File: src/hw/dcache_pkg.sv
// Shared cache geometry, access sizes, address views and FSM states; import where needed
package dcache_pkg;

  // ======================================================================
  // Geometry
  // ======================================================================
  localparam int ADDR_W     = 32;
  localparam int LINES      = 32;
  localparam int INDEX_W    = 5;
  localparam int WORD_SEL_W = 2;
  localparam int TAG_W      = ADDR_W - INDEX_W - WORD_SEL_W - 2;
  localparam int LINE_W     = 128;
  localparam int LINE_BE_W  = LINE_W / 8;

  // Access size on core and memory ports
  typedef enum logic [1:0] {
    SIZE_BYTE = 2'd0,
    SIZE_HALF = 2'd1,
    SIZE_WORD = 2'd2
  } size_e;

  // ======================================================================
  // Address decode
  // ======================================================================
  typedef struct packed {
    logic [TAG_W-1:0]      tag;
    logic [INDEX_W-1:0]    index;
    logic [WORD_SEL_W-1:0] word_sel;
    logic [1:0]            byte_off;
  } dcache_addr_f_t;

  // Raw word for the bus, fields for the arrays
  typedef union packed {
    logic [ADDR_W-1:0] raw;
    dcache_addr_f_t    f;
  } dcache_addr_t;

  // Controller states
  typedef enum logic [2:0] {
    IDLE  = 3'd0,
    CHK   = 3'd1,
    WHIT  = 3'd2,
    WMISS = 3'd3,
    RMISS = 3'd4
  } dcache_state_e;

endpackage

File: src/hw/dcache_tag_array.sv
// Tag storage, one cycle read latency, written on line fill and write hit
module dcache_tag_array (
  input  logic                           clk,
  input  logic [dcache_pkg::INDEX_W-1:0] index,
  input  logic                           rd,
  input  logic                           we,
  input  logic [dcache_pkg::TAG_W-1:0]   wdata,
  output logic [dcache_pkg::TAG_W-1:0]   rdata
);

  import dcache_pkg::*;

  logic [TAG_W-1:0] mem [LINES];

  // Read output only moves when rd is set
  always_ff @(posedge clk) begin
    if (rd) begin
      rdata <= mem[index];
    end
  end

  always_ff @(posedge clk) begin
    if (we) begin
      mem[index] <= wdata;
    end
  end

endmodule

File: config.mk
export PLATFORM = sky130hd
export DESIGN_NAME = dcache_tag_array
export DESIGN_NICKNAME = d
export VERILOG_FILES = /design/src/hw/dcache_pkg.sv /design/src/hw/dcache_tag_array.sv
export SDC_FILE = /design/constraint.sdc
export NUM_CORES = 1
export LEC_CHECK = 0
export BUFFER_PORTS_ARGS = -buffer_cell sky130_fd_sc_hd__buf_2
export CAP_MARGIN = 30
export CORE_ASPECT_RATIO = 2
export CORE_MARGIN = 2
export CORE_UTILIZATION = 55
export CTS_CLUSTER_SIZE = 24
export DETAILED_ROUTE_END_ITERATION = 6
export PLACE_DENSITY = 0.71
export SETUP_SLACK_MARGIN = 0.4
export SYNTH_ARGS = -nofsm -noshare
export SYNTH_HDL_FRONTEND = slang
export SYNTH_SLANG_ARGS = --single-unit
export TNS_END_PERCENT = 100
File: constraint.sdc
create_clock -name clk -period 4.5 [get_ports clk]
set_input_delay 0.225 -clock clk [delete_from_list [all_inputs] [get_ports clk]]
set_output_delay 0.225 -clock clk [all_outputs]
set_load 0.005 [all_outputs]
# Word level (Yosys, flattened, before mapping)
# Memories as Yosys holds them, arrays and structs flattened. A register that Yosys moved wholly into a read port is not among the register bits.
# Cells that the tools add are included.
totals:
  register_bits: 0
  ram_bits: 736
  input_bits: 31
  out_inout_bits: 23
  wordCells: 3
  n_memories: 1
mem_list:
  columns: ["name", "depth", "word_bits", "rd", "rd_ports_with_merged_regs", "write_ports", "line_no", "source"]
  rows:
  - ["mem", 32, 23, 1, 1, 1, "dcache_tag_array.sv:13", "logic [TAG_W-1:0] mem [LINES];"]
op_classes:
  mux: 2
ops:
  columns: ["operator", "count"]
  rows:
  - ["1-bit 2-to-1 mux", 2]

# Logic depth before layout (Yosys ltp)
logic_depth:
  depth_word: 2
  depth_mapped: 8
  ltp_nobuf: 4

# Worst setup path before layout
# Ideal clock, no wire load.
synth_timing:
  kind: "input-to-reg"
  from: "input index[1] in the netlist's numbering"
  to: "memory mem[27][0] in the netlist's numbering, enable pin"
  setup_ps: 432
  arrival_time_ps: 2783
  t_required_ps: 4068
  setup_slack_ps: 1285
  cell_stages: 6
  n_path_buf: 4
  cell_sequence: "clkbuf_1 > buf_2 > buf_2 > buf_2 > nand3_1 > nor3_1"
synth_lines:
  columns: ["element", "line_no", "source"]
  rows:
  - ["from (decl)", "dcache_tag_array.sv:4", "input logic [dcache_pkg::INDEX_W-1:0] index,"]
  - ["to (decl)", "dcache_tag_array.sv:13", null]
# No word-level cell before the write port.

# Worst setup path after layout
layout_timing:
  from: "input index[1] in the netlist's numbering"
  to: "memory mem[10][13] in the netlist's numbering, enable pin"
# No word-level cell before the write port.

==> results_dict.tcl <==
set metrics [dict create \
    ys_seq_area_frac 0.7908 \
    htree_num_levels 2 \
    drv_slew 0 \
    syn-cell-area_sq_um 28820 \
    area_delta_synth_final_pct 11.26 \
    setup_viol 0 \
    clock_skew_ns 0.02654 \
    crit_cells 4 \
    vias_per_cell 6.347 \
    regToRegEndpoint "rdata[14]" \
    fmax_mhz 391.8 \
    period_share 0.5671 \
    power_mw 13.90 \
    crit_arrival_ns 2.84 \
    max_slew_margin 0.3119 \
    hold_path_class "input port to flop" \
    yosys-top-cells-area "edfxtp_1, mux2i_1, o22ai_1, buf_2, nor4_1" \
    io_pins 54 \
    worstReg2RegStart "mem[14][14]" \
    critPathKind "input port to flop" \
    crit_path_end "mem[10][13]" \
    clockBufferDepth 3 \
    cp-end-kind "flop" \
    routabilityCongestion 0.8495 \
    rows 118 \
    critPathBufInv 2 \
    cts_setup_buffers 0 \
    drive_gt1_frac 0.1376 \
    p_per_area_nw_per_um2 433.4 \
    worst_path_largest_cell_delay_ns 0.80 \
    ys_ff_latch 759 \
    fin_nets 1633 \
    cp_max_fo 85 \
    grt_pass1_vias 14800 \
    grt_remaining_overflow 0 \
    cts.sinks 759 \
    die_area_sq_um 54360 \
    ant_nets 0 \
    tritoncts "yes" \
    numCtsBuffers 58 \
    avgSynthCellArea_sq_um 18.85 \
    worstSetupStartpointType "input port" \
    path_clk_slew_ns 0.08 \
    rsz0062_at_grt "no" \
    cp-startpoint "index[1]" \
    fin_crit_ns 2.552 \
    final_cell_mix "edfxtp_1, mux2i_1, o22ai_1" \
    grt_first_pass_wirelength_microns 97010 \
    wire_per_inst_microns 29.00 \
    drt_iter0_markers 1458 \
    syn_nets 1560 \
    routed_wl_microns 67080 \
    track_usage 0.2441 \
    die_x_microns 165.9 \
    yosysTopAreaCell "edfxtp_1" \
    hold_viol 0 \
    outcome "finished, final reports clean" \
    clk_latency_ns 0.62 \
    worst_pin_slew_ns 1.030 \
    antenna_found_initial 4 \
    io_buffers 53 \
    start_util 0.5562 \
    hold_buffers 0 \
    r2r_slack_ns 2.50 \
    fp.dieH_microns 327.7 \
    cp.required_ns 4.79 \
    yosys_warnings 0 \
    path_delay_family "simple AND/OR/NAND/NOR gates" \
    vias 14680 \
    maxCapViolCount 0 \
    drtPass1Iterations 5 \
    tns_ns 0 \
    leakagePower_nw 10.99 \
    path_cells "buf_8 > nand3b_1 > nor2_2 > buf_4" \
    synthCells 1529 \
    drc_errors 0 \
    fillers 3500 \
    grt_max_degree 86 \
    final_common_cell "edfxtp_1" \
    root_buffer "clkbuf_16" \
    synth.top_cell.area_share 0.7908 \
    place_hpwl_microns 40560 \
    synth.distinct_cells 20 \
    post_cts_resized 0 \
    core-area_sq_um 51820 \
    crit_slowest_cell "nor2_2" \
    vdd_drop_max_v 0.0003049 \
    reg2regPathDepth 4 \
]
==> cells in the mapped netlist <==
library cell	number
nand3b_1	4
nand4b_1	4
o22ai_1	184
nand3_1	2
or4_1	1
or3b_2	3
clkbuf_1	20
nand4_1	1
nand2_1	25
buf_2	62
nor4_1	46
buf_6	6
or4b_1	3
or4b_4	1
nor2_1	29
nand4bb_1	6
mux2i_1	368
edfxtp_1	759
or3_1	1
nor3_1	4
==> sequential cells by signal, summed over array words and instances (netlist names) <==
register	flops
mem	736
rdata	23
==> worst reg2reg max path, cell delays in order (launching register included) <==
cell and delay, ns:
edfxtp_1 0.37, mux2i_1 0.14, o22ai_1 0.14, nor4_1 0.87, nand2_1 0.19
==> area by class of cell <==
| type | count | area (sq um) | area share |
|---|---|---|---|
| tap | 660 | 825.8 | 0.02575 |
| timing repair buffer | 101 | 718.2 | 0.02240 |
| sequential | 759 | 22790 | 0.7107 |
| antenna | 3 | 7.507 | 0.0002341 |
| multi-input combinational | 682 | 5738 | 0.1789 |
| clock inverter | 47 | 524.3 | 0.01635 |
| clock buffer | 61 | 1463 | 0.04561 |
==> kinds of logic (layout without fill, tap and decap cells) <==
family                 count (synthesis)  after routing  share of synthesized area
AND/OR/NAND/NOR                      130            130                    0.02579
flip-flops                           759            759                     0.7908
other                                  0              3                          0
AO/OA/AOI/OAI                        184            184                    0.03994
multiplexers                         368            368                     0.1278
buffers and inverters                 88            209                    0.01571
==> report_power, final <==
group / internal, mW / switching, mW
Clock: 2.99 / 2.36
Sequential: 7.89 / 0.0358
Combinational: 0.198 / 0.423
==> routing by layer <==
layer | global-route usage | part of all wire | up-vias
met4 | 0.1106 | 0.043 | 2
li1 | - | - | 6393
met1 | 0.2909 | 0.36 | 7501
met2 | 0.4434 | 0.54 | 605
met5 | 0 | 0.00016 | -
met3 | 0.03012 | 0.058 | 179
==> metrics by stage <==
step	hold slack, ns	cell area (sq um)	setup slack [ns]	instances	utilization
6_report	0.09336	32070	1.948	2313	0.6188
5_1_grt	0.1078	32070	1.867	2313	0.6188
4_1_cts	0.06331	32030	1.988	2309	0.6181
3_5_place_dp	0.6220	30050	1.334	2201	0.5798
3_3_place_gp	0.6239	29980	1.188	2197	0.5785
2_1_floorplan	0.3239	28820	1.285	1529	-
==> worst min-delay path by stage <==
stage / from / endpoint / slack, ns / depth (start not counted)
global placement: rdata[17] / rdata[17] / 0.62 / 1
global route: wdata[0] / mem[7][0] / 0.11 / 1
CTS: wdata[0] / mem[5][0] / 0.06 / 1
detailed placement: rdata[21] / rdata[21] / 0.62 / 1
finish: wdata[0] / mem[5][0] / 0.09 / 1
floorplan: wdata[0] / mem[0][0] / 0.32 / 0
(Power assumes the default switching activity.)
