File: config.mk
export PLATFORM = sky130hd
export DESIGN_NAME = dcache_data_array
export DESIGN_NICKNAME = d
export VERILOG_FILES = /design/src/hw/dcache_pkg.sv /design/src/hw/dcache_data_array.sv
export SDC_FILE = /design/constraint.sdc
export NUM_CORES = 2
export LEC_CHECK = 0
export ABC_AREA = 0
export BUFFER_PORTS_ARGS = -buffer_cell sky130_fd_sc_hd__buf_2
export CAP_MARGIN = 20
export CORE_MARGIN = 3
export CORE_UTILIZATION = 50
export CTS_BUF_LIST = sky130_fd_sc_hd__clkbuf_16
export CTS_CLUSTER_DIAMETER = 150
export DETAILED_ROUTE_END_ITERATION = 12
export HOLD_SLACK_MARGIN = 0.03
export PLACE_DENSITY = 0.69
export SLEW_MARGIN = 20
export SYNTH_ARGS = -nofsm -noshare
export SYNTH_HDL_FRONTEND = slang
export SYNTH_SLANG_ARGS = --single-unit
File: constraint.sdc
create_clock -name clk -period 2.6 [get_ports clk]
set_input_delay 0.39 -clock clk [delete_from_list [all_inputs] [get_ports clk]]
set_output_delay 0.39 -clock clk [all_outputs]
set_load 0.02 [all_outputs]
File: src/hw/dcache_pkg.sv
// Shared cache geometry, access sizes, address views and FSM states; import where needed
package dcache_pkg;

  // ======================================================================
  // Geometry
  // ======================================================================
  localparam int ADDR_W     = 32;
  localparam int LINES      = 32;
  localparam int INDEX_W    = 5;
  localparam int WORD_SEL_W = 2;
  localparam int TAG_W      = ADDR_W - INDEX_W - WORD_SEL_W - 2;
  localparam int LINE_W     = 128;
  localparam int LINE_BE_W  = LINE_W / 8;

  // Access size on core and memory ports
  typedef enum logic [1:0] {
    SIZE_BYTE = 2'd0,
    SIZE_HALF = 2'd1,
    SIZE_WORD = 2'd2
  } size_e;

  // ======================================================================
  // Address decode
  // ======================================================================
  typedef struct packed {
    logic [TAG_W-1:0]      tag;
    logic [INDEX_W-1:0]    index;
    logic [WORD_SEL_W-1:0] word_sel;
    logic [1:0]            byte_off;
  } dcache_addr_f_t;

  // Raw word for the bus, fields for the arrays
  typedef union packed {
    logic [ADDR_W-1:0] raw;
    dcache_addr_f_t    f;
  } dcache_addr_t;

  // Controller states
  typedef enum logic [2:0] {
    IDLE  = 3'd0,
    CHK   = 3'd1,
    WHIT  = 3'd2,
    WMISS = 3'd3,
    RMISS = 3'd4
  } dcache_state_e;

endpackage

File: src/hw/dcache_data_array.sv
// Line data storage, one cycle read latency, byte-granular writes from the cache controller
module dcache_data_array (
  input  logic                             clk,
  input  logic [dcache_pkg::INDEX_W-1:0]   index,
  input  logic                             rd,
  input  logic [dcache_pkg::LINE_BE_W-1:0] be,
  input  logic [dcache_pkg::LINE_W-1:0]    wdata,
  output logic [dcache_pkg::LINE_W-1:0]    rdata
);

  import dcache_pkg::*;

  // One entry per line, split into byte lanes
  logic [LINE_BE_W-1:0][7:0] mem [LINES];
  logic [LINE_BE_W-1:0][7:0] wbytes;

  assign wbytes = wdata;

  // Registered read port
  always_ff @(posedge clk) begin
    if (rd) begin
      rdata <= mem[index];
    end
  end

  // Per-byte write
  always_ff @(posedge clk) begin
    for (int b = 0; b < LINE_BE_W; b++) begin
      if (be[b]) begin
        mem[index][b] <= wbytes[b];
      end
    end
  end

endmodule

Word-level counts from Yosys, hierarchy flattened:

Memory sizes are Yosys's and may differ from the RTL's. A register that Yosys moved wholly into a read port is not among the register bits.
Cells that the tools add are included.

* memories: 1
* input port bits: 151
* output and inout port bits: 128
* word-level logic and storage cells: 33
* memory bits (writable): 4096
* register bits: 0

* mux-type cells: 32

Memory list
* mem: depth 32, bits a word 128, rd ports 1, clocked after Yosys merged registers in 1, write ports 1, RTL line dcache_data_array.sv:14 `logic [LINE_BE_W-1:0][7:0] mem [LINES];`

Operator list (count)
* 1-bit 2-to-1 mux: 32

Logic depth before layout (Yosys ltp):

* depth after elaboration: 2
* gate-level depth with buffers: 8
* depth with buffers taken out: 4

Worst setup path before layout:

Ideal clock, no wire load.

* kind: input port to flip-flop
* from: in index[3] in the netlist's numbering
* to: mem mem[19][100] in the netlist's numbering (enable)
* arrival: 1807 ps
* cell stages on the path: 6
* path slack: 461 ps
* buffers on the path: 3
* setup time: 332 ps
* data required time: 2268 ps
* path through: buf_2 -> buf_2 -> or3b_1 -> nor2_2 -> clkbuf_1 -> and2_1

RTL lines
* start, declared: RTL line dcache_data_array.sv:4 `input logic [dcache_pkg::INDEX_W-1:0] index,`
* end, declared: RTL line dcache_data_array.sv:14

No word-level cell before the write port.

Worst setup path after layout:

* from: reg rdata[72] in the netlist's numbering (read register of mem)
* to: out rdata[72] in the netlist's numbering

RTL lines
* start, declared: RTL line dcache_data_array.sv:8 `output logic [dcache_pkg::LINE_W-1:0] rdata`

No word-level cell between the ends.

==> results.yml <==
outcome:
  status: "completed"
worst_setup_path:
  reg2reg_from: "mem[11][1]$_DFFE_PP_"
  reg2reg_to: "rdata[1]$_DFFE_PP_"
  reg2reg_slack_ns: 0.53
  path_buf_inv: 1
  cpPeakStageDelay_ns: 0.69
  cp_max_fo: 5
  slowest_stage: "edfxtp_1"
  crit_chain: "buf_2"
  critPathLaunchType: "flip-flop"
  path_class: "flip-flop to output pin"
  crit_arrival_ns: 1.91
  cp-end-kind: "output pin"
  reg2reg_depth: 4
  cp.required_ns: 2.21
  critPathTopFamily: "flip-flops"
clock_tree:
  post_cts_buffers: 0
  cts_max_path_buffers: 4
  path_clk_slew_ns: 0.06
  cts_resized: 0
  cts_tree: "done"
  cts_buffers: 412
  ctsHtreeMaxLevel: 5
  cts_root_buffer: "clkbuf_16"
  clk-insertion-delay-late_ns: 0.97
  clock-sinks: 4224
  holdBufCountCts: 126
sta:
  hold-worst-slack_ns: 0.0726
  worstMarginPinSlew_ns: 0.849
  min_period_ns: 2.30
  drv_slew: 0
  finClkSkew_ns: 0.0726
  final.period_utilization_pct: 88.6
  fin_setup_tns_ns: 0
  hold_violations: 0
  rsz0062_at_grt: "no"
  relSlewSlack_pct: 43.4
  fmax_ghz: 0.434
  setup_violations: 0
  setup_ws_ns: 0.297
route:
  wl_mm: 416
  ant_nets: 0
  via_count: 86100
  drc: 0
  wire_per_inst_um: 29.1
  drt_pass1_iterations: 5
  first_iter_violations: 9630
  via_per_inst: 6.02
logic_synthesis:
  synth_top_area_share_pct: 78.4
  synthCells: 8796
  synth_ff_type: "edfxtp_1"
  synth.mux.area_fraction_pct: 12.7
  async_reset_ff_share_pct: 0
  yosysSeqAreaShare_pct: 78.4
  synth-xor-area-share_pct: 0
  yosys.area_share.adder_pct: 0
  synth.most_common_cell: "edfxtp_1"
  ys_types: 25
  syn_area_mm2: 0.162
  ys_seq_elements: 4224
  synth_top_family_by_area: "multiplexers"
  synth_area_per_cell_um2: 18.4
  synth-simple-area-share_pct: 3.51
  syn_nets: 8947
  synth_common_cells: "4224 x edfxtp_1, 2048 x mux2i_1, 1024 x o22ai_1"
  synthTopCellsByArea: "edfxtp_1 78%, mux2i_1 13%, o22ai_1 4.0%"
  synth_compound_area_share_pct: 3.96
  yosysWarnings: 0
  yosysTopAreaCell: "edfxtp_1"
  synth_edf_count: 4224
floorplanning:
  chipWidth_um: 575
  coreArea_mm2: 0.322
  die_h_um: 575
  start_util_pct: 50.3
  rows: 208
  pin_count: 279
  dieArea_mm2: 0.330
finish:
  multi_input_area_mm2: 0.0329
  final_util_pct: 58.4
  num-fill-cells: 23300
  regArea_mm2: 0.127
  drive_gt1_share_pct: 14.3
  synthToLayoutAreaGrowth_pct: 16.0
  nets: 9710
place:
  port-buffer-count: 278
  place_hpwl_mm: 267
  gp_congestion: 0.859
  dpl_worst_slack_ns: -0.410
worst_hold_path:
  min_to: "mem[4][89]$_DFFE_PP_"
  hold_start: "wdata[89]"
  whs_path_depth: 1
  hold_path_class: "primary input to flip-flop"
power:
  ir_drop_mv: 0.581
  totalPowerFinal_mw: 143
  p_int_mw: 112
  switching_share_pct: 21.5
  p_per_area_mw_per_mm2: 762
  comb_power_share_pct: 5.1
  clockPowerShare_pct: 41.4
  power.leakage_nw: 66.1
  p_switching_mw: 30.7
  p_seq_share_pct: 53.5
global_route:
  grt_max_degree: 57
  antenna_found_initial: 66
  track_usage_pct: 24.6
  grt_first_pass_wirelength_mm: 596
  grt_overflow_total: 0
  grt_pass1_vias: 85800
run:
  max_cap_violations: 0
-- kinds of logic (layout without fill, tap and decap cells) --
family / count (synthesis) / in the layout
and+or+nand+nor: 957 / 957
DFF: 4224 / 4224
AOI/OAI and AO/OA: 1024 / 1024
buffers and inverters: 543 / 1666
other: 0 / 86
muxes: 2048 / 2048
-- stage by stage --
stage | cell area (um^2) | std cells
2_1_floorplan | 162000 | 8796
4_1_cts | 188000 | 14200
3_5_place_dp | 173000 | 13300
3_3_place_gp | 173000 | 13300
5_1_grt | 188000 | 14200
6_report | 188000 | 14300
-- power by group through the flow --
stage	clock network [mW]	logic (mW)	registers (mW)
5_1_grt	62.8	7.68	76.5
6_report	59.2	7.32	76.5
3_3_place_gp	0	6.96	77.9
4_1_cts	59.9	7.30	76.5
2_1_floorplan	0	3.13	77.9
3_5_place_dp	0	7.11	77.9
-- registers in the layout, indices dropped and copies added (netlist names) --
register and flops:
rdata 128, mem 4096
-- final cells by class --
class                   count  share of cell area [%]
clock inverters           360                    1.74
well taps                4305                    2.87
repair buffers            892                    4.65
clock buffers             414                    5.52
diodes                     86                   0.115
flip-flops and latches   4224                    67.6
multi-input cells        4029                    17.5
-- worst max path at each step --
stage,start,end,slack [ns],depth (start not counted)
finish,rdata[72]$_DFFE_PP_,rdata[72],0.30,1
global route,rdata[72]$_DFFE_PP_,rdata[72],0.26,1
CTS,rdata[72]$_DFFE_PP_,rdata[72],0.23,1
detailed placement,index[1],rdata[1]$_DFFE_PP_,-0.41,7
global placement,index[1],rdata[1]$_DFFE_PP_,-0.48,7
floorplan,index[3],mem[19][100]$_DFFE_PP_,0.46,6
-- per-layer routing --
metal / vias to the layer above / GRT usage, % / wire [um]
met4: 14 / 8.39 / 12900
met3: 662 / 4.63 / 37600
met1: 44200 / 33.1 / 161000
li1: 37100 / - / -
met5: - / 0 / 93
met2: 4173 / 40.6 / 205000
-- layout by cell type (no fill, tap or decap), types with 96 or more instances in the layout --
cell,n
and2_1,512
buf_12,192
buf_2,276
buf_4,297
clkbuf_16,414
clkinv_1,96
dlygate4sd3_1,126
edfxtp_1,4224
mux2i_1,2048
nand2_1,131
nor4_1,256
o22ai_1,1024
(Power assumes the default switching activity.)
