**src/hw/dcache_pkg.sv**
```systemverilog
// Shared cache geometry, access sizes, address views and FSM states; import where needed
package dcache_pkg;

  // ======================================================================
  // Geometry
  // ======================================================================
  localparam int ADDR_W     = 32;
  localparam int LINES      = 32;
  localparam int INDEX_W    = 5;
  localparam int WORD_SEL_W = 2;
  localparam int TAG_W      = ADDR_W - INDEX_W - WORD_SEL_W - 2;
  localparam int LINE_W     = 128;
  localparam int LINE_BE_W  = LINE_W / 8;

  // Access size on core and memory ports
  typedef enum logic [1:0] {
    SIZE_BYTE = 2'd0,
    SIZE_HALF = 2'd1,
    SIZE_WORD = 2'd2
  } size_e;

  // ======================================================================
  // Address decode
  // ======================================================================
  typedef struct packed {
    logic [TAG_W-1:0]      tag;
    logic [INDEX_W-1:0]    index;
    logic [WORD_SEL_W-1:0] word_sel;
    logic [1:0]            byte_off;
  } dcache_addr_f_t;

  // Raw word for the bus, fields for the arrays
  typedef union packed {
    logic [ADDR_W-1:0] raw;
    dcache_addr_f_t    f;
  } dcache_addr_t;

  // Controller states
  typedef enum logic [2:0] {
    IDLE  = 3'd0,
    CHK   = 3'd1,
    WHIT  = 3'd2,
    WMISS = 3'd3,
    RMISS = 3'd4
  } dcache_state_e;

endpackage

```
**src/hw/dcache_ctrl.sv**
```systemverilog
// Data cache controller: hit/miss FSM, valid bits, line fill and write-through requests
module dcache_ctrl (
  input  logic                             clk,
  input  logic                             rstn,
  // Core side
  input  logic                             core_req,
  input  logic                             core_write,
  input  logic [dcache_pkg::ADDR_W-1:0]    core_addr,
  input  logic [dcache_pkg::ADDR_W-1:0]    core_wdata,
  input  dcache_pkg::size_e                core_size,
  output logic [dcache_pkg::ADDR_W-1:0]    core_rdata,
  output logic                             core_wait,
  // Memory side
  output logic                             mem_req,
  output logic                             mem_write,
  output logic [dcache_pkg::ADDR_W-1:0]    mem_addr,
  output logic [dcache_pkg::ADDR_W-1:0]    mem_wdata,
  output dcache_pkg::size_e                mem_size,
  input  logic [dcache_pkg::ADDR_W-1:0]    mem_rdata,
  input  logic                             mem_ack,
  // Array side
  output logic [dcache_pkg::INDEX_W-1:0]   index,
  output logic                             tag_rd,
  output logic                             data_rd,
  output logic                             tag_we,
  output logic [dcache_pkg::LINE_BE_W-1:0] data_be,
  output logic [dcache_pkg::TAG_W-1:0]     tag_wdata,
  input  logic [dcache_pkg::TAG_W-1:0]     tag_rdata,
  output logic [dcache_pkg::LINE_W-1:0]    line_wdata,
  input  logic [dcache_pkg::LINE_W-1:0]    line_rdata
);

  import dcache_pkg::*;

  dcache_state_e state, state_nxt;

  dcache_addr_t core_a;
  dcache_addr_t addr_q;
  dcache_addr_t fill_addr;

  logic [ADDR_W-1:0] wdata_q;
  size_e             size_q;
  logic              write_q;

  logic [LINES-1:0]  valid;
  logic [1:0]        beat_cnt;
  logic              req_done;
  logic              accept;
  logic              hit;
  logic              last_beat;
  logic              busy_mem;

  logic [LINE_W-1:0] line_q;
  logic [LINE_W-1:0] fill_line;
  logic [3:0]        word_be;
  logic [LINE_BE_W-1:0] line_be;

  assign core_a    = core_addr;
  assign accept    = (state == IDLE) && core_req;
  assign hit       = (tag_rdata == addr_q.f.tag);
  assign last_beat = (state == RMISS) && mem_ack && (beat_cnt == 2'd3);
  assign core_wait = (state != IDLE);

  // ======================================================================
  // Request capture
  // ======================================================================
  always_ff @(posedge clk) begin
    if (accept) begin
      addr_q  <= core_a;
      wdata_q <= core_wdata;
      size_q  <= core_size;
      write_q <= core_write;
    end
  end

  // ======================================================================
  // State machine
  // ======================================================================
  always_ff @(posedge clk or negedge rstn) begin
    if (!rstn) begin
      state <= IDLE;
    end else begin
      state <= state_nxt;
    end
  end

  always_comb begin
    state_nxt = state;
    case (state)
      IDLE: begin
        if (core_req) begin
          // Invalid line skips the tag compare
          if (!valid[core_a.f.index]) begin
            state_nxt = core_write ? WMISS : RMISS;
          end else begin
            state_nxt = CHK;
          end
        end
      end
      CHK: begin
        if (write_q) begin
          state_nxt = hit ? WHIT : WMISS;
        end else begin
          state_nxt = hit ? IDLE : RMISS;
        end
      end
      WHIT, WMISS: begin
        if (mem_ack) begin
          state_nxt = IDLE;
        end
      end
      RMISS: begin
        if (last_beat) begin
          state_nxt = IDLE;
        end
      end
      default: state_nxt = IDLE;
    endcase
  end

  // Valid bits, set when a fill completes
  always_ff @(posedge clk or negedge rstn) begin
    if (!rstn) begin
      valid <= '0;
    end else if (last_beat) begin
      valid[addr_q.f.index] <= 1'b1;
    end
  end

  // Beat counter for the line fill
  always_ff @(posedge clk or negedge rstn) begin
    if (!rstn) begin
      beat_cnt <= 2'd0;
    end else if (state == IDLE) begin
      beat_cnt <= 2'd0;
    end else if (state == RMISS && mem_ack) begin
      beat_cnt <= beat_cnt + 2'd1;
    end
  end

  // Beats shift in from the top, word 0 ends at the bottom
  always_ff @(posedge clk) begin
    if (state == RMISS && mem_ack) begin
      line_q <= fill_line;
    end
  end

  assign fill_line = {mem_rdata, line_q[LINE_W-1:ADDR_W]};

  // ======================================================================
  // Array control
  // ======================================================================
  assign index     = (state == IDLE) ? core_a.f.index : addr_q.f.index;
  assign tag_rd    = accept;
  assign data_rd   = accept;
  assign tag_wdata = addr_q.f.tag;
  assign tag_we    = last_beat || (state == WHIT && mem_ack);

  // Lane enables within one word
  always_comb begin
    case (size_q)
      SIZE_BYTE: word_be = 4'b0001 << addr_q.f.byte_off;
      SIZE_HALF: word_be = addr_q.f.byte_off[1] ? 4'b1100 : 4'b0011;
      default:   word_be = 4'b1111;
    endcase
    line_be = LINE_BE_W'(word_be) << {addr_q.f.word_sel, 2'b00};
  end

  always_comb begin
    if (last_beat) begin
      data_be = '1;
    end else if (state == WHIT && mem_ack) begin
      data_be = line_be;
    end else begin
      data_be = '0;
    end
  end

  // Store data copied to every word, the enables pick one
  assign line_wdata = (state == WHIT) ? {4{wdata_q}} : fill_line;

  // Load result
  always_ff @(posedge clk or negedge rstn) begin
    if (!rstn) begin
      core_rdata <= '0;
    end else if (state == CHK && !write_q && hit) begin
      core_rdata <= line_rdata[{addr_q.f.word_sel, 5'b0} +: ADDR_W];
    end else if (last_beat) begin
      core_rdata <= fill_line[{addr_q.f.word_sel, 5'b0} +: ADDR_W];
    end
  end

  // ======================================================================
  // Memory requests
  // ======================================================================
  assign busy_mem = (state == RMISS) || (state == WMISS) || (state == WHIT);

  // One request per access
  always_ff @(posedge clk or negedge rstn) begin
    if (!rstn) begin
      req_done <= 1'b0;
    end else if (state == IDLE) begin
      req_done <= 1'b0;
    end else if (mem_req) begin
      req_done <= 1'b1;
    end
  end

  assign mem_req   = busy_mem && !req_done;
  assign mem_write = mem_req && (state != RMISS);

  always_comb begin
    fill_addr            = addr_q;
    fill_addr.f.word_sel = '0;
    fill_addr.f.byte_off = 2'b00;
    case (state)
      WHIT, WMISS: begin
        mem_addr  = addr_q.raw;
        mem_wdata = wdata_q;
        mem_size  = size_q;
      end
      RMISS: begin
        mem_addr  = fill_addr.raw;
        mem_wdata = '0;
        mem_size  = SIZE_WORD;
      end
      default: begin
        mem_addr  = '0;
        mem_wdata = '0;
        mem_size  = SIZE_WORD;
      end
    endcase
  end

endmodule

```
**config.mk**
```make
export PLATFORM = sky130hd
export DESIGN_NAME = dcache_ctrl
export DESIGN_NICKNAME = d
export VERILOG_FILES = /design/src/hw/dcache_pkg.sv /design/src/hw/dcache_ctrl.sv
export SDC_FILE = /design/constraint.sdc
export NUM_CORES = 1
export LEC_CHECK = 0
export BUFFER_PORTS_ARGS = -buffer_cell sky130_fd_sc_hd__buf_4
export CAP_MARGIN = 20
export CORE_AREA = 2 2 208 210
export CTS_BUF_LIST = sky130_fd_sc_hd__clkbuf_8
export DETAILED_ROUTE_END_ITERATION = 10
export DIE_AREA = 0 0 210 212
export MAX_ROUTING_LAYER = met4
export SYNTH_ARGS = -nofsm -noshare
export SYNTH_HDL_FRONTEND = slang
export SYNTH_SLANG_ARGS = --single-unit
```
**constraint.sdc**
```tcl
create_clock -name clk -period 6.7 [get_ports clk]
set_input_delay 1.34 -clock clk [delete_from_list [all_inputs] [get_ports clk]]
set_output_delay 1.34 -clock clk [all_outputs]
set_load 0.02 [all_outputs]
```
Word level (Yosys, flattened, before mapping)
Index checks and enable logic that the tools add are counted.

word-level totals
  memories = 0
  latch bits = 0
  flip-flop bits (word level) = 265
  word-level logic and storage cells = 80
  bits in read-only memories = 0
  input port bits = 254
  bits in writable memories = 0

operators by class
  magnitude comparators = 3
  multiplexer cells = 28
  bitwise logic cells = 1
  reductions and logical operators = 22
  div/mod/pow operators = 0
  eq/ne operators = 11
  add/sub/neg operators = 1
  shift-type cells = 4
  $mul = 0

operators by type and width
  kind                                                                   count
  128-bit by 8-bit indexed part select with 32-bit output                2
  128-bit 2-to-1 mux                                                     1
  32-bit 2-to-1 mux                                                      3
  32-bit one-hot mux with 2 select lines                                 1
  16-bit 2-to-1 mux                                                      2
  32-bit bitwise OR                                                      1
  23-bit equality test                                                   1
  3-bit 2-to-1 mux                                                       7
  4-bit by 4-bit left shift with 16-bit output                           1
  5-bit by 6-bit < comparator with 1-bit output, second input constant   2
  3-bit one-hot mux with 4 select lines                                  1
  1-bit logical AND                                                      9
  4-bit one-hot mux with 2 select lines                                  1
  3-bit by 2-bit equality test with 1-bit output, second input constant  2
  2-bit 2-to-1 mux                                                       3
  2-bit != test, second input constant                                   3
  2-bit nonzero test                                                     3
  1-bit binary-select mux with 5-bit select                              1
  1-bit demux with 5-bit select                                          1
  5-bit by 1-bit >= comparator with 1-bit output, second input constant  1
  1-bit 2-to-1 mux                                                       5
  5-bit 2-to-1 mux                                                       1
  4-bit 2-to-1 mux                                                       1
  1-bit by 2-bit left shift with 4-bit output, first input constant      1
  other kinds (13)                                                       16

Logic depth before layout (Yosys ltp)
  depth after elaboration = 6
  gate-level depth with buffers = 8
  gate-level depth less buffers = 6

Worst setup path after synthesis
OpenSTA, ideal clock, no wires.

  kind = in2out
  start point = in mem_ack
  end point = out data_be[10] (netlist name)
  path slack = 0.170 ns
  buffers on the path = 3
  required time = 5.360 ns
  data arrival time = 5.190 ns
  cell stages on the path = 6
  cells stage by stage = and3_1 > clkbuf_1 > nand2_1 > clkbuf_1 > buf_1 > o21ai_0

between the ends
  word-level cells in the longest chain between the ends = 3
  elaborated cells between the ends (all ways) = 5

ends and longest elaborated chain
  element                                                 RTL line                               source
  start, declared                                         dcache_ctrl.sv:20                      input logic mem_ack,
  1-bit logical AND, on equally long branches             dcache_ctrl.sv:172, dcache_ctrl.sv:61
  16-bit 2-to-1 mux or 1-bit logical AND (tied branches)  dcache_ctrl.sv:172, dcache_ctrl.sv:61
  16-bit 2-to-1 mux *                                     dcache_ctrl.sv:170                     if (last_beat) begin
  end, declared                                           dcache_ctrl.sv:26                      output logic [dcache_pkg::LINE_BE_W-1:0] data_be,

Every way passes the cells marked *; elsewhere a longest branch is shown, timed or not.

Worst setup path after layout
  start point = reg state[1]
  end point = out line_wdata[58] (netlist name)

between the ends
  word-level cells in the longest chain between the ends = 2

ends and longest elaborated chain
  element                                         RTL line            source
  start, declared                                 dcache_ctrl.sv:35   dcache_state_e state, state_nxt;
  start signal, assigned                          dcache_ctrl.sv:83   state <= state_nxt;
  3-bit by 2-bit equality test with 1-bit output  dcache_ctrl.sv:180  assign line_wdata = (state == WHIT) ? {4{wdata_q}} : fill_line;
  128-bit 2-to-1 mux                              dcache_ctrl.sv:180
  end, declared                                   dcache_ctrl.sv:29   output logic [dcache_pkg::LINE_W-1:0] line_wdata,

Every way passes these cells.

==> results.txt <==
----------------------------------------------------
[Power]
  Power spent charging and discharging nets ... 3030 uW
  Clock share of power ... 0.207
  Sequential share of power ... 0.305
  Proportion of total power due to net switching ... 0.431
  Cell internal power dissipation ... 4010 uW
  Ratio of total power to cell area ... 386 nW/um^2
  Leakage power ... 0.00840 uW
  Share of total power in combinational logic ... 0.488
  IR drop worst, VDD ... 0.000202 V

[Global routing]
  Maximum number of pins on one net before global-route repair ... 154
  Total gr overflow ... 0
  Aggregate global-route resource usage ... 0.234
  Via count of the first global-routing pass ... 12,350
  Antenna violations before repair ... 1
  Global-route wire length before repair ... 76,200 um

[CTS]
  Post-CTS setup buffer count ... 0
  CTS tree ... yes
  Root buf cell ... clkbuf_8
  Post-CTS Hold Buffers ... 0
  Number of H-tree levels ... 2
  Clock latency reported for the late side of the worst-skew pair ... 0.61 ns
  Clock tree sinks ... 233
  Buffers from clock root to sink, at most ... 3
  Number of cells upsized or downsized after cts ... 0
  Total clock buffers created by CTS ... 45
  Clock transition at path regs ... 0.06 ns

[Placed design]
  Total half-perimeter wirelength after legalization and detailed placement ... 37,500 um
  RePlAce Congestion ... 0.909
  Post-Place Cells ... 2,380
  I/O Buffers ... 529
  Worst setup timing slack at the placement stage ... 2.17 ns

[Drt]
  Detailed-routing iteration count for the pre-antenna-repair pass ... 5
  Final WL ... 53,100 um
  DRC marker count from the first detailed-route iteration ... 933
  Post-route antenna net violation count ... 0
  Number of vias in the routed layout ... 12,603
  Vias per cell ... 5.11
  Average wire per cell in the routed design ... 21.5 um
  Residual DRC ... 0

[Critical path]
  Type of the worst setup path ... reg2out
  Required time of the critical path ... 5.36 ns
  CP arrival ... 3.77 ns
  Element type at the critical path start ... flip-flop
  CP max stage cell ... nor2b_4
  List of cells traversed by the critical path ... nor2b_4 -> nand2_4 -> buf_4 -> nand2_1 -> nand2_1 -> buf_4
  Delay contributed by the slowest stage of the critical path ... 0.97 ns
  Maximum fanout count along the critical path ... 71
  Kind of capture point of the worst setup path ... output port

[Synthesis]
  Nets in the synthesized netlist ... 1,672
  Post-synth EDFFs ... 163
  Largest cells by area after synthesis ... edfxtp_1, dfrtp_1, nand2_1
  Share of the synthesized area in the top cell type ... 0.377
  Number of flip-flops and latches in the synthesized netlist ... 233
  Most repeated cell in the gate-level netlist after synthesis ... nand2_1
  Mean Syn Cell Area ... 9.17 um^2
  Post-synthesis cell count ... 1,417
  Yosys top cell by area ... edfxtp_1
  Total of warnings raised by yosys ... 0
  Top flip-flop cell by instance count after synthesis ... edfxtp_1
  Commonest cells in the netlist ... nand2_1, edfxtp_1, nand2b_1
  Fraction of synthesis flops using an asynchronous set or reset pin ... 0.300
  Proportion of synthesized chip area in sequential cells ... 0.511
  Number of distinct library cell variants in the gate-level netlist after synthesis ... 41
  Post-synth design cell area ... 13,000 um^2

[Final layout]
  Sequential cell area ... 6650 um^2
  Layout net count ... 2,138
  Ratio of cells with drive above 1 in the final layout ... 0.336
  Antenna fix cells ... 0
  Total of fill cells in the finished design ... 4,170
  Combined area of the multi-input logic cells ... 5800 um^2
  Filler-free cell count of the finished design ... 2,466
  Synthesis-to-finish area growth ... 40.3%

[Timing]
  Tightest Pin Transition ... 1.14 ns
  Endpoints failing setup ... 0
  RSZ-0062 raised after global routing ... no
  Sum of negative setup slack ... 0 ns
  Skew final ... 0.0165 ns
  Hold WS ... 0.466 ns
  Max Transition Viols Final ... 0
  Highest clock rate ... 0.196 GHz
  Min Tclk post-route ... 5.11 ns
  Slack of the critical path ... 1.59 ns
  Tightest slew margin relative to the limit ... 0.238
  Total count of hold-check failures in the final report ... 0
  Share of the cycle needed by the critical path after routing ... 0.763

[Floorplanning]
  I/O pin cnt ... 530
  Total Die Area ... 44,500 um^2
  Area of the placeable core ... 42,500 um^2
  Num rows ... 76
  Die Y ... 212 um
  Die span in x ... 210 um
  Initial standard-cell utilization of the core ... 0.306

[Run]
  Reported max-cap violation count ... 0

[Outcome]
  Run status ... finished, final reports clean

[Min path]
  Worst min-delay path category ... reg2reg

----------------------------------------------------
[worst max-delay path, delay by kind of cell (launching register included)]
kind	cells	cell delay, ns
buffers and inverters	2	0.71
DFF	1	0.48
and+or+nand+nor	4	1.82
[layer usage]
metal | part of all wire | global-route usage | up-vias | wire [um]
met5 | 0 | - | - | 0
met4 | 0.018 | 0.0570 | 0 | 956
met3 | 0.071 | 0.0467 | 69 | 3760
met2 | 0.50 | 0.397 | 584 | 26600
met1 | 0.41 | 0.289 | 6106 | 21800
li1 | - | - | 5844 | -
[final cells by class]
class,count,area share
clock buffer,55,0.0415
clock inverter,29,0.00872
inverter,6,0.00130
multi-input combinational,1047,0.318
sequential,233,0.365
tap,546,0.0375
timing repair buffer,550,0.228
[stage by stage]
stage               total power (uW)  utilization  instance area, um^2
floorplan                       4050            -                13000
global placement                5580        0.407                17300
detailed placement              5610        0.407                17300
CTS                             7090        0.428                18200
global route                    7400        0.429                18200
finish                          7040        0.429                18200
[registers in the layout (all words and copies together) (netlist names)]
name / flops
size_q: 2
req_done: 1
line_q: 96
beat_cnt: 2
wdata_q: 32
addr_q: 32
write_q: 1
state: 3
valid: 32
core_rdata: 32
[cell families (layout without fill, tap and decap cells)]
logic type,after synthesis,count (layout),share of synthesized area
compound gates,285,285,0.145
xor+xnor,23,23,0.0155
fa+ha+maj,1,1,0.000962
buf+inv,137,640,0.0482
flops,233,233,0.511
mux,14,14,0.0198
simple gates,724,724,0.259
[power by group through the flow]
| stage | Combinational [uW] | Clock, uW | Sequential, uW |
|---|---|---|---|
| 6_report | 3440 | 1460 | 2150 |
| 5_1_grt | 3670 | 1550 | 2180 |
| 4_1_cts | 3450 | 1500 | 2150 |
| 3_5_place_dp | 3440 | 0 | 2170 |
| 3_3_place_gp | 3420 | 0 | 2160 |
| 2_1_floorplan | 1840 | 0 | 2200 |
[worst paths after layout]
path	depth (start not counted)	start	slack, ns	endpoint
hold reg to reg	1	valid[13]	0.47	valid[13]
min in group asynchronous	1	rstn	0.66	state[2]
setup / recovery	6	state[1]	1.59	line_wdata[58]
hold / removal	1	valid[13]	0.47	valid[13]
setup reg to reg	5	state[0]	3.40	valid[30]
max in group asynchronous	2	rstn	5.42	core_rdata[12]
[cell usage in the layout, fill, tap and decap left out, types with 4 or more instances in the layout]
cell and n:
and2_1 35, buf_4 547, and4_1 4, nand2b_1 132, edfxtp_1 163, o21ai_1 5, dfrtp_1 70, clkbuf_8 55
a21oi_1 5, xnor2_1 23, nand4_1 9, a22oi_1 64, nand3b_1 4, o21bai_1 32, a211oi_1 64, nor2_1 13
nand2_1 443, inv_1 22, nand3_1 4, nor3_1 33, mux4_2 9, o21ai_0 76, nor2b_1 30, a31oi_1 32
mux2_2 4
(Power assumes the default switching activity.)
